### config.mk
export PLATFORM = sky130hd
export DESIGN_NAME = ftq_top
export DESIGN_NICKNAME = d
export VERILOG_FILES = /design/src/logic/ftq_pkg.sv /design/src/logic/br_upd_if.sv /design/src/logic/inoutptr_oh.sv /design/src/logic/bit_oh_or.sv /design/src/logic/ftq.sv /design/src/logic/bim_table.sv /design/src/logic/ftq_top.sv
export SDC_FILE = /design/constraint.sdc
export NUM_CORES = 2
export LEC_CHECK = 0
export ABC_AREA = 0
export BUFFER_PORTS_ARGS = -buffer_cell sky130_fd_sc_hd__buf_2
export CAP_MARGIN = 20
export CORE_MARGIN = 2
export CORE_UTILIZATION = 37
export DETAILED_ROUTE_END_ITERATION = 16
export HOLD_SLACK_MARGIN = 0.08
export PLACE_DENSITY_LB_ADDON = 0.05
export SLEW_MARGIN = 20
export SYNTH_ARGS = -nofsm -noshare
export SYNTH_HDL_FRONTEND = slang
export SYNTH_HIERARCHICAL = 1
export SYNTH_SLANG_ARGS = --single-unit
### constraint.sdc
create_clock -name i_clk -period 13.35 [get_ports i_clk]
set_clock_uncertainty 0.15 [all_clocks]
set_input_delay 0.6675 -clock i_clk [delete_from_list [all_inputs] [get_ports i_clk]]
set_output_delay 0.6675 -clock i_clk [all_outputs]
set_load 0.05 [all_outputs]
### src/logic/ftq_pkg.sv
// fetch target queue shared definitions
// widths, address and id types, queue entry struct
`default_nettype none

package ftq_pkg;

  // ----------------------------------------------------------
  // widths
  // ----------------------------------------------------------
  localparam int DISP_SIZE = 4;    // slots per dispatch group
  localparam int CMT_ID_W  = 5;
  localparam int VADDR_W   = 32;
  localparam int BIM_IDX_W = 6;    // counter table index bits

  typedef logic [VADDR_W-1:0]   vaddr_t;
  typedef logic [CMT_ID_W-1:0]  cmt_id_t;
  typedef logic [DISP_SIZE-1:0] grp_id_t;   // one-hot slot
  typedef logic [1:0]           bim_ctr_t;  // 2-bit saturating counter

  // ----------------------------------------------------------
  // queue entry
  // ----------------------------------------------------------
  typedef struct packed {
    logic    valid;
    logic    done;          // resolution received
    logic    notify_valid;  // release produces a frontend update
    logic    dead;
    logic    taken;
    logic    mispredict;
    cmt_id_t cmt_id;
    grp_id_t grp_id;
    vaddr_t  pc_vaddr;
    vaddr_t  target_vaddr;
  } ftq_entry_t;

endpackage

`default_nettype wire

### src/logic/br_upd_if.sv
// branch update bundle
// used for resolutions into the queue and for updates to the frontend
`timescale 1ns/1ps
`default_nettype none

interface br_upd_if;
  import ftq_pkg::*;

  logic    update;       // one-cycle strobe
  logic    taken;
  logic    mispredict;
  logic    dead;
  cmt_id_t cmt_id;
  grp_id_t grp_id;
  vaddr_t  pc_vaddr;
  vaddr_t  target_vaddr;

  modport master (
    output update, taken, mispredict, dead,
    output cmt_id, grp_id, pc_vaddr, target_vaddr
  );

  modport slave (
    input update, taken, mispredict, dead,
    input cmt_id, grp_id, pc_vaddr, target_vaddr
  );

endinterface

`default_nettype wire

### src/logic/inoutptr_oh.sv
// one-hot ring pointers for a circular queue
// write and read pointers, occupancy count, rollback to empty
`timescale 1ns/1ps
`default_nettype none

module inoutptr_oh #(
  parameter int SIZE = 8
) (
  input  logic                      i_clk,
  input  logic                      i_reset_n,
  input  logic                      i_rollback,
  input  logic                      i_in_valid,
  input  logic                      i_out_valid,
  output logic [SIZE-1:0]           o_in_ptr,
  output logic [SIZE-1:0]           o_out_ptr,
  output logic [$clog2(SIZE+1)-1:0] o_count
);

  logic [SIZE-1:0] w_in_next;
  logic [SIZE-1:0] w_out_next;

  // rotate left by one when the side moves
  assign w_in_next  = i_in_valid  ? {o_in_ptr[SIZE-2:0], o_in_ptr[SIZE-1]} : o_in_ptr;
  assign w_out_next = i_out_valid ? {o_out_ptr[SIZE-2:0], o_out_ptr[SIZE-1]} : o_out_ptr;

  always_ff @(posedge i_clk, negedge i_reset_n) begin
    if (!i_reset_n) begin
      o_in_ptr  <= {{(SIZE-1){1'b0}}, 1'b1};
      o_out_ptr <= {{(SIZE-1){1'b0}}, 1'b1};
      o_count   <= '0;
    end else begin
      o_out_ptr <= w_out_next;
      if (i_rollback) begin
        o_in_ptr <= w_out_next;  // queue becomes empty at the read side
        o_count  <= '0;
      end else begin
        o_in_ptr <= w_in_next;
        case ({i_in_valid, i_out_valid})
          2'b10:   o_count <= o_count + 1'b1;
          2'b01:   o_count <= o_count - 1'b1;
          default: o_count <= o_count;  // none or both
        endcase
      end
    end
  end

endmodule

`default_nettype wire

### src/logic/bit_oh_or.sv
// one-hot select by OR reduction
// payload type is a parameter
`timescale 1ns/1ps
`default_nettype none

module bit_oh_or #(
  parameter type T     = logic,
  parameter int  WORDS = 4
) (
  input  logic [WORDS-1:0] i_oh,
  input  T                 i_data[WORDS],
  output T                 o_selected
);

  logic [$bits(T)-1:0] w_acc;

  always_comb begin
    w_acc = '0;
    for (int w_idx = 0; w_idx < WORDS; w_idx++) begin
      if (i_oh[w_idx]) begin
        w_acc = w_acc | i_data[w_idx];  // at most one word set
      end
    end
  end

  assign o_selected = T'(w_acc);

endmodule

`default_nettype wire

### src/logic/ftq.sv
// fetch target queue
// in-order allocation of branch groups, out-of-order resolution,
// in-order release to the frontend, flush on mispredict or commit
`timescale 1ns/1ps
`default_nettype none

module ftq #(
  parameter int FTQ_SIZE = 8
) (
  input  logic             i_clk,
  input  logic             i_reset_n,
  input  logic             i_disp_valid,
  input  ftq_pkg::cmt_id_t i_disp_cmt_id,
  input  ftq_pkg::grp_id_t i_disp_br_mask,
  input  ftq_pkg::vaddr_t  i_disp_pc,
  input  logic             i_commit_flush,
  br_upd_if.slave          res_if,
  br_upd_if.master         fe_if,
  output logic             o_disp_ready,
  output logic             o_ftq_empty
);
  import ftq_pkg::*;

  logic [FTQ_SIZE-1:0]           w_in_ptr;
  logic [FTQ_SIZE-1:0]           w_out_ptr;
  logic [$clog2(FTQ_SIZE+1)-1:0] w_count;
  logic [FTQ_SIZE-1:0]           w_valids;
  logic                          w_in_valid;
  logic                          w_out_valid;
  logic                          w_ftq_flush;

  ftq_entry_t r_entry[FTQ_SIZE];
  ftq_entry_t w_head;
  ftq_entry_t w_new_entry;
  vaddr_t     w_slot_pc[DISP_SIZE];
  vaddr_t     w_br_pc;

  assign o_disp_ready = (w_count < FTQ_SIZE);
  assign o_ftq_empty  = (w_valids == '0);

  assign w_in_valid  = i_disp_valid & o_disp_ready & (|i_disp_br_mask);
  assign w_out_valid = w_head.valid & w_head.done;
  assign w_ftq_flush = i_commit_flush | (fe_if.update & fe_if.mispredict);

  inoutptr_oh #(
    .SIZE (FTQ_SIZE)
  ) u_ptr (
    .i_clk       (i_clk),
    .i_reset_n   (i_reset_n),
    .i_rollback  (w_ftq_flush),
    .i_in_valid  (w_in_valid),
    .i_out_valid (w_out_valid),
    .o_in_ptr    (w_in_ptr),
    .o_out_ptr   (w_out_ptr),
    .o_count     (w_count)
  );

  // ----------------------------------------------------------
  // dispatch side, pick the branch slot address
  // ----------------------------------------------------------
  for (genvar d_idx = 0; d_idx < DISP_SIZE; d_idx++) begin : g_slot_pc
    assign w_slot_pc[d_idx] = i_disp_pc + VADDR_W'(4 * d_idx);
  end

  bit_oh_or #(
    .T     (vaddr_t),
    .WORDS (DISP_SIZE)
  ) u_br_pc_sel (
    .i_oh       (i_disp_br_mask),
    .i_data     (w_slot_pc),
    .o_selected (w_br_pc)
  );

  always_comb begin
    w_new_entry          = '0;
    w_new_entry.valid    = 1'b1;
    w_new_entry.cmt_id   = i_disp_cmt_id;
    w_new_entry.grp_id   = i_disp_br_mask;
    w_new_entry.pc_vaddr = w_br_pc;
  end

  // ----------------------------------------------------------
  // entry array
  // ----------------------------------------------------------
  for (genvar e_idx = 0; e_idx < FTQ_SIZE; e_idx++) begin : g_entry
    logic       w_load;
    logic       w_release;
    logic       w_resolve;
    ftq_entry_t w_entry_next;

    assign w_load    = w_in_valid & w_in_ptr[e_idx];
    assign w_release = w_out_valid & w_out_ptr[e_idx];
    assign w_resolve = res_if.update & r_entry[e_idx].valid &
                       (res_if.cmt_id == r_entry[e_idx].cmt_id) &
                       (res_if.grp_id == r_entry[e_idx].grp_id);
    assign w_valids[e_idx] = r_entry[e_idx].valid;

    always_comb begin
      w_entry_next = r_entry[e_idx];
      if (w_load) begin
        w_entry_next = w_new_entry;
      end
      if (w_release) begin
        w_entry_next.valid = 1'b0;
      end else if (w_ftq_flush) begin
        w_entry_next.valid = 1'b0;  // also drops a same-cycle load
      end else if (w_resolve) begin
        w_entry_next.done         = 1'b1;
        w_entry_next.notify_valid = ~res_if.dead;
        w_entry_next.dead         = res_if.dead;
        w_entry_next.taken        = res_if.taken;
        w_entry_next.mispredict   = res_if.mispredict;
        w_entry_next.target_vaddr = res_if.target_vaddr;
      end
    end

    always_ff @(posedge i_clk, negedge i_reset_n) begin
      if (!i_reset_n) begin
        r_entry[e_idx] <= '0;
      end else begin
        r_entry[e_idx] <= w_entry_next;
      end
    end
  end

  // ----------------------------------------------------------
  // head entry to frontend
  // ----------------------------------------------------------
  bit_oh_or #(
    .T     (ftq_entry_t),
    .WORDS (FTQ_SIZE)
  ) u_head_sel (
    .i_oh       (w_out_ptr),
    .i_data     (r_entry),
    .o_selected (w_head)
  );

  assign fe_if.update       = w_head.valid & w_head.done & w_head.notify_valid;
  assign fe_if.taken        = w_head.taken;
  assign fe_if.mispredict   = w_head.mispredict;
  assign fe_if.dead         = w_head.dead;
  assign fe_if.cmt_id       = w_head.cmt_id;
  assign fe_if.grp_id       = w_head.grp_id;
  assign fe_if.pc_vaddr     = w_head.pc_vaddr;
  assign fe_if.target_vaddr = w_head.target_vaddr;

endmodule

`default_nettype wire

### src/logic/bim_table.sv
// bimodal predictor table
// 2-bit saturating counters trained by frontend updates, one read port
`timescale 1ns/1ps
`default_nettype none

module bim_table (
  input  logic                            i_clk,
  input  logic                            i_reset_n,
  br_upd_if.slave                         fe_if,
  input  logic [ftq_pkg::BIM_IDX_W-1:0]   i_bim_idx,
  output ftq_pkg::bim_ctr_t               o_bim_ctr
);
  import ftq_pkg::*;

  localparam int BIM_ENTRIES = 1 << BIM_IDX_W;

  bim_ctr_t               r_ctr[BIM_ENTRIES];
  logic [BIM_IDX_W-1:0]   w_upd_idx;
  logic                   w_train;

  assign w_upd_idx = fe_if.pc_vaddr[BIM_IDX_W+1:2];  // word-aligned pc
  assign w_train   = fe_if.update & ~fe_if.dead;

  always_ff @(posedge i_clk, negedge i_reset_n) begin
    if (!i_reset_n) begin
      for (int i_idx = 0; i_idx < BIM_ENTRIES; i_idx++) begin
        r_ctr[i_idx] <= 2'd1;  // weakly not taken
      end
    end else if (w_train) begin
      if (fe_if.taken) begin
        if (r_ctr[w_upd_idx] != 2'd3) begin
          r_ctr[w_upd_idx] <= r_ctr[w_upd_idx] + 2'd1;
        end
      end else begin
        if (r_ctr[w_upd_idx] != 2'd0) begin
          r_ctr[w_upd_idx] <= r_ctr[w_upd_idx] - 2'd1;
        end
      end
    end
  end

  assign o_bim_ctr = r_ctr[i_bim_idx];

endmodule

`default_nettype wire

### src/logic/ftq_top.sv
// fetch target queue subsystem top level
// queue plus bimodal table, resolution and update bundles on plain ports
`timescale 1ns/1ps
`default_nettype none

module ftq_top #(
  parameter int FTQ_SIZE = 8
) (
  input  logic                          i_clk,
  input  logic                          i_reset_n,
  // dispatch
  input  logic                          i_disp_valid,
  input  ftq_pkg::cmt_id_t              i_disp_cmt_id,
  input  ftq_pkg::grp_id_t              i_disp_br_mask,
  input  ftq_pkg::vaddr_t               i_disp_pc,
  output logic                          o_disp_ready,
  // resolution
  input  logic                          i_res_update,
  input  ftq_pkg::cmt_id_t              i_res_cmt_id,
  input  ftq_pkg::grp_id_t              i_res_grp_id,
  input  logic                          i_res_taken,
  input  logic                          i_res_mispredict,
  input  logic                          i_res_dead,
  input  ftq_pkg::vaddr_t               i_res_target,
  input  logic                          i_commit_flush,
  output logic                          o_ftq_empty,
  // frontend update
  output logic                          o_upd_valid,
  output logic                          o_upd_taken,
  output logic                          o_upd_mispredict,
  output ftq_pkg::cmt_id_t              o_upd_cmt_id,
  output ftq_pkg::grp_id_t              o_upd_grp_id,
  output ftq_pkg::vaddr_t               o_upd_pc,
  output ftq_pkg::vaddr_t               o_upd_target,
  // counter table read
  input  logic [ftq_pkg::BIM_IDX_W-1:0] i_bim_idx,
  output ftq_pkg::bim_ctr_t             o_bim_ctr
);

  br_upd_if res_if ();
  br_upd_if fe_if ();

  // ----------------------------------------------------------
  // resolution bundle
  // ----------------------------------------------------------
  assign res_if.update       = i_res_update;
  assign res_if.taken        = i_res_taken;
  assign res_if.mispredict   = i_res_mispredict;
  assign res_if.dead         = i_res_dead;
  assign res_if.cmt_id       = i_res_cmt_id;
  assign res_if.grp_id       = i_res_grp_id;
  assign res_if.pc_vaddr     = '0;  // pc comes from the queue entry
  assign res_if.target_vaddr = i_res_target;

  ftq #(
    .FTQ_SIZE (FTQ_SIZE)
  ) u_ftq (
    .i_clk          (i_clk),
    .i_reset_n      (i_reset_n),
    .i_disp_valid   (i_disp_valid),
    .i_disp_cmt_id  (i_disp_cmt_id),
    .i_disp_br_mask (i_disp_br_mask),
    .i_disp_pc      (i_disp_pc),
    .i_commit_flush (i_commit_flush),
    .res_if         (res_if.slave),
    .fe_if          (fe_if.master),
    .o_disp_ready   (o_disp_ready),
    .o_ftq_empty    (o_ftq_empty)
  );

  bim_table u_bim (
    .i_clk     (i_clk),
    .i_reset_n (i_reset_n),
    .fe_if     (fe_if.slave),
    .i_bim_idx (i_bim_idx),
    .o_bim_ctr (o_bim_ctr)
  );

  assign o_upd_valid      = fe_if.update;
  assign o_upd_taken      = fe_if.taken;
  assign o_upd_mispredict = fe_if.mispredict;
  assign o_upd_cmt_id     = fe_if.cmt_id;
  assign o_upd_grp_id     = fe_if.grp_id;
  assign o_upd_pc         = fe_if.pc_vaddr;
  assign o_upd_target     = fe_if.target_vaddr;

endmodule

`default_nettype wire

==> summary.md <==
| Metric | Value |
|---|---|
| Fraction of layout instances using a drive strength above 1 | 0.270 |
| H-tree depth | 3 |
| Postcts setup bufs | 0 |
| Drt first pass iters | 5 |
| Internal power | 3.96 mW |
| Final setup violation count | 0 |
| Synthesized netlist cell count | 3430 |
| Die Y | 332 µm |
| Antenna violations before repair | 12 |
| Largest net degree at the start of global routing | 159 |
| Hold-fix buffers, CTS | 1 |
| IO Count | 176 |
| Layout area overhead | 11.1% |
| DRC Markers | 0 |
| Endpoint type of the worst setup path | register |
| Worst path cell trace | buf_4 -> a22oi_1 -> nand4_1 -> buf_4 -> clkinv_1 -> a221o_1 -> a21oi_1 -> o22a_1 -> nand4_1 -> ha_1 -> mux2i_1 -> nand3b_2 -> nor4_2 -> nand2_1 -> mux2_1 |
| Seq pwr share | 0.460 |
| DRT antenna net count | 0 |
| Lkg Pwr | 20.0 nW |
| Fill cells | 10200 |
| Total congestion overflow | 0 |
| Placed Cells | 4776 |
| PD cells | 116 nW/µm² |
| Routed WL per cell | 27.0 µm |
| Hold crit path type | input pin to register |
| CTS sink count | 780 |
| Die Footprint | 110000 µm² |
| Worst-Skew Late Latency | 0.66 ns |
| Final HPWL DP | 77.0 mm |
| Total track usage | 0.239 |
| Worst-path fanout max | 51 |
| Max Freq | 0.147 GHz |
| CP Launch Type | register |
| Global-route wire length before repair | 200 mm |
| Status | complete, no violations |
| Die X | 332 µm |
| I/O Buffers | 175 |
| PostCTS Resize Cnt | 0 |
| Avg Cell Area, Syn | 11.6 µm² |
| Clock power share | 0.498 |
| Net count, final | 3571 |
| Slowest stage delay, CP | 0.95 ns |
| Max Cap Viol | 0 |
| TNS Setup | 0 ns |
| Core Rows | 120 |
| Final hold vios | 0 |
| Total CTS buffers | 91 |
| Synth Cell Area | 39800 µm² |
| Combinational share of power | 0.042 |
| Sw Pwr | 1.19 mW |
| VDD IR max | 88.8 µV |
| Drt first-iter violations | 2266 |
| Syn Nets | 3534 |
| Finished Layout Cells | 4948 |
| RSZ-0062 raised after global routing | no |
| Clock Tree Buf Depth | 3 |
| Slowest cell on crit path | dfrtp_4 |
| CTS tree | yes |
| Ys Warns | 6 |
| Slew headroom | 0.318 |
| Initial Util | 0.373 |
| Clock transition at path regs | 0.06 ns |
| GP Congestion | 0.834 |
| Critical path class | register to register |
| Clock tree root driver cell | clkbuf_16 |
| CP required | 13.79 ns |
| Core area | 107000 µm² |
| Slew at the pin with the worst max-slew slack | 1.02 ns |
| Vias in the first global route | 30300 |
| Fin crit period | 6.81 ns |
| DR vias/cell | 5.83 |
| Switch share | 0.231 |
| DR vias | 28800 |
| Crit path DAT | 7.25 ns |
| Max Transition Viols Final | 0 |
| Post-Route WL | 134 mm |
| Crit share post-route | 0.510 |
==> layer usage <==
layer / up-vias / GRT usage / wire (µm)
met5: - / 0 / 70
met4: 12 / 0.0770 / 4340
met3: 248 / 0.0421 / 7370
met2: 917 / 0.394 / 63600
met1: 15100 / 0.319 / 58200
li1: 12500 / - / -
==> flip-flops by register name (all words and copies together) (netlist names), named ones only <==
| signal | flops |
|---|---|
| u_ftq/r_entry | 632 |
| u_bim/r_ctr | 64 |
| u_ftq/u_ptr/o_in_ptr | 8 |
| u_ftq/u_ptr/o_out_ptr | 8 |
| u_ftq/u_ptr/o_count | 4 |
==> final timing paths <==
check                                                    from                        endpoint  slack (ns)  depth (start not counted)
hold reg to reg                   u_ftq/r_entry[77]$_DFF_PN0_     u_ftq/r_entry[77]$_DFF_PN0_        0.33                          1
setup / recovery           u_ftq/u_ptr/o_out_ptr[4]$_DFF_PN0_                        register        6.54                         15
min in group asynchronous                           i_reset_n     u_ftq/r_entry[99]$_DFF_PN0_        0.58                          2
hold / removal                               i_disp_cmt_id[4]  u_ftq/r_entry[625]$_DFFE_PN0P_        0.15                          3
max in group asynchronous                           i_reset_n  u_ftq/r_entry[607]$_DFFE_PN0P_        9.42                          5
setup reg to reg           u_ftq/u_ptr/o_out_ptr[4]$_DFF_PN0_                        register        6.54                         15
==> power groups by stage <==
stage                     clock network, mW  registers [mW]  logic, mW
after floorplan                           0            2.41      0.105
after global placement                    0            2.41      0.215
after detailed placement                  0            2.41      0.221
after CTS                              2.64            2.37      0.222
after global routing                   2.73            2.37      0.241
final                                  2.57            2.37      0.217
==> cells in the final DEF (no fill, tap or decap), drive strengths merged, types with 3 or more instances in the layout <==
cell type / n
dfrtp: 714
nand2: 547
mux2: 438
a22oi: 389
mux2i: 319
buf: 223
clkbuf: 143
nand4: 114
xnor2: 102
dfstp: 66
xor2: 55
inv: 53
nor2: 50
nand3: 44
mux4: 41
nor3: 33
clkinv: 22
nor4: 17
o21ai: 14
a21oi: 14
nor2b: 12
a221oi: 12
a21o: 9
and2: 8
ha: 8
o21a: 8
nand2b: 7
a211oi: 7
and3: 6
a221o: 5
o22ai: 5
nand3b: 5
bufinv: 4
and4: 4
or4: 4
or2: 3
a31oi: 3
or3: 3
a2111oi: 3
==> critical path: cells and delay by family, from the launching register on <==
kind            cells  cell delay [ns]
compound gates      4             1.34
simple gates        5             1.60
mux                 2             0.57
flops               1             0.95
buf+inv             3             1.83
fa+ha+maj           1             0.25
==> layout make-up <==
class                           count  area (µm²)  area share
Sequential cell                   780       19600       0.443
Multi-Input combinational cell   2317       18300       0.413
Clock buffer                      143        2850      0.0643
Tap cell                         1403        1760      0.0397
Timing Repair Buffer              224        1290      0.0292
Clock inverter                     26         275     0.00622
Inverter                           53         199     0.00449
Antenna cell                        2        5.00    0.000113
==> per-stage QoR <==
| step | worst slack [ns] | instance area (µm²) | hold WS, ns | util | total power, mW |
|---|---|---|---|---|---|
| final | 6.54 | 44300 | 0.148 | 0.414 | 5.15 |
| after global routing | 6.16 | 44300 | 0.127 | 0.414 | 5.34 |
| after CTS | 6.39 | 44300 | 0.0963 | 0.414 | 5.23 |
| after detailed placement | 6.42 | 41100 | 0.314 | 0.385 | 2.63 |
| after global placement | 6.57 | 41100 | 0.309 | 0.385 | 2.62 |
| after floorplan | 8.49 | 39800 | 0.222 | - | 2.51 |
No activity file was read; power rests on OpenSTA's default activity.
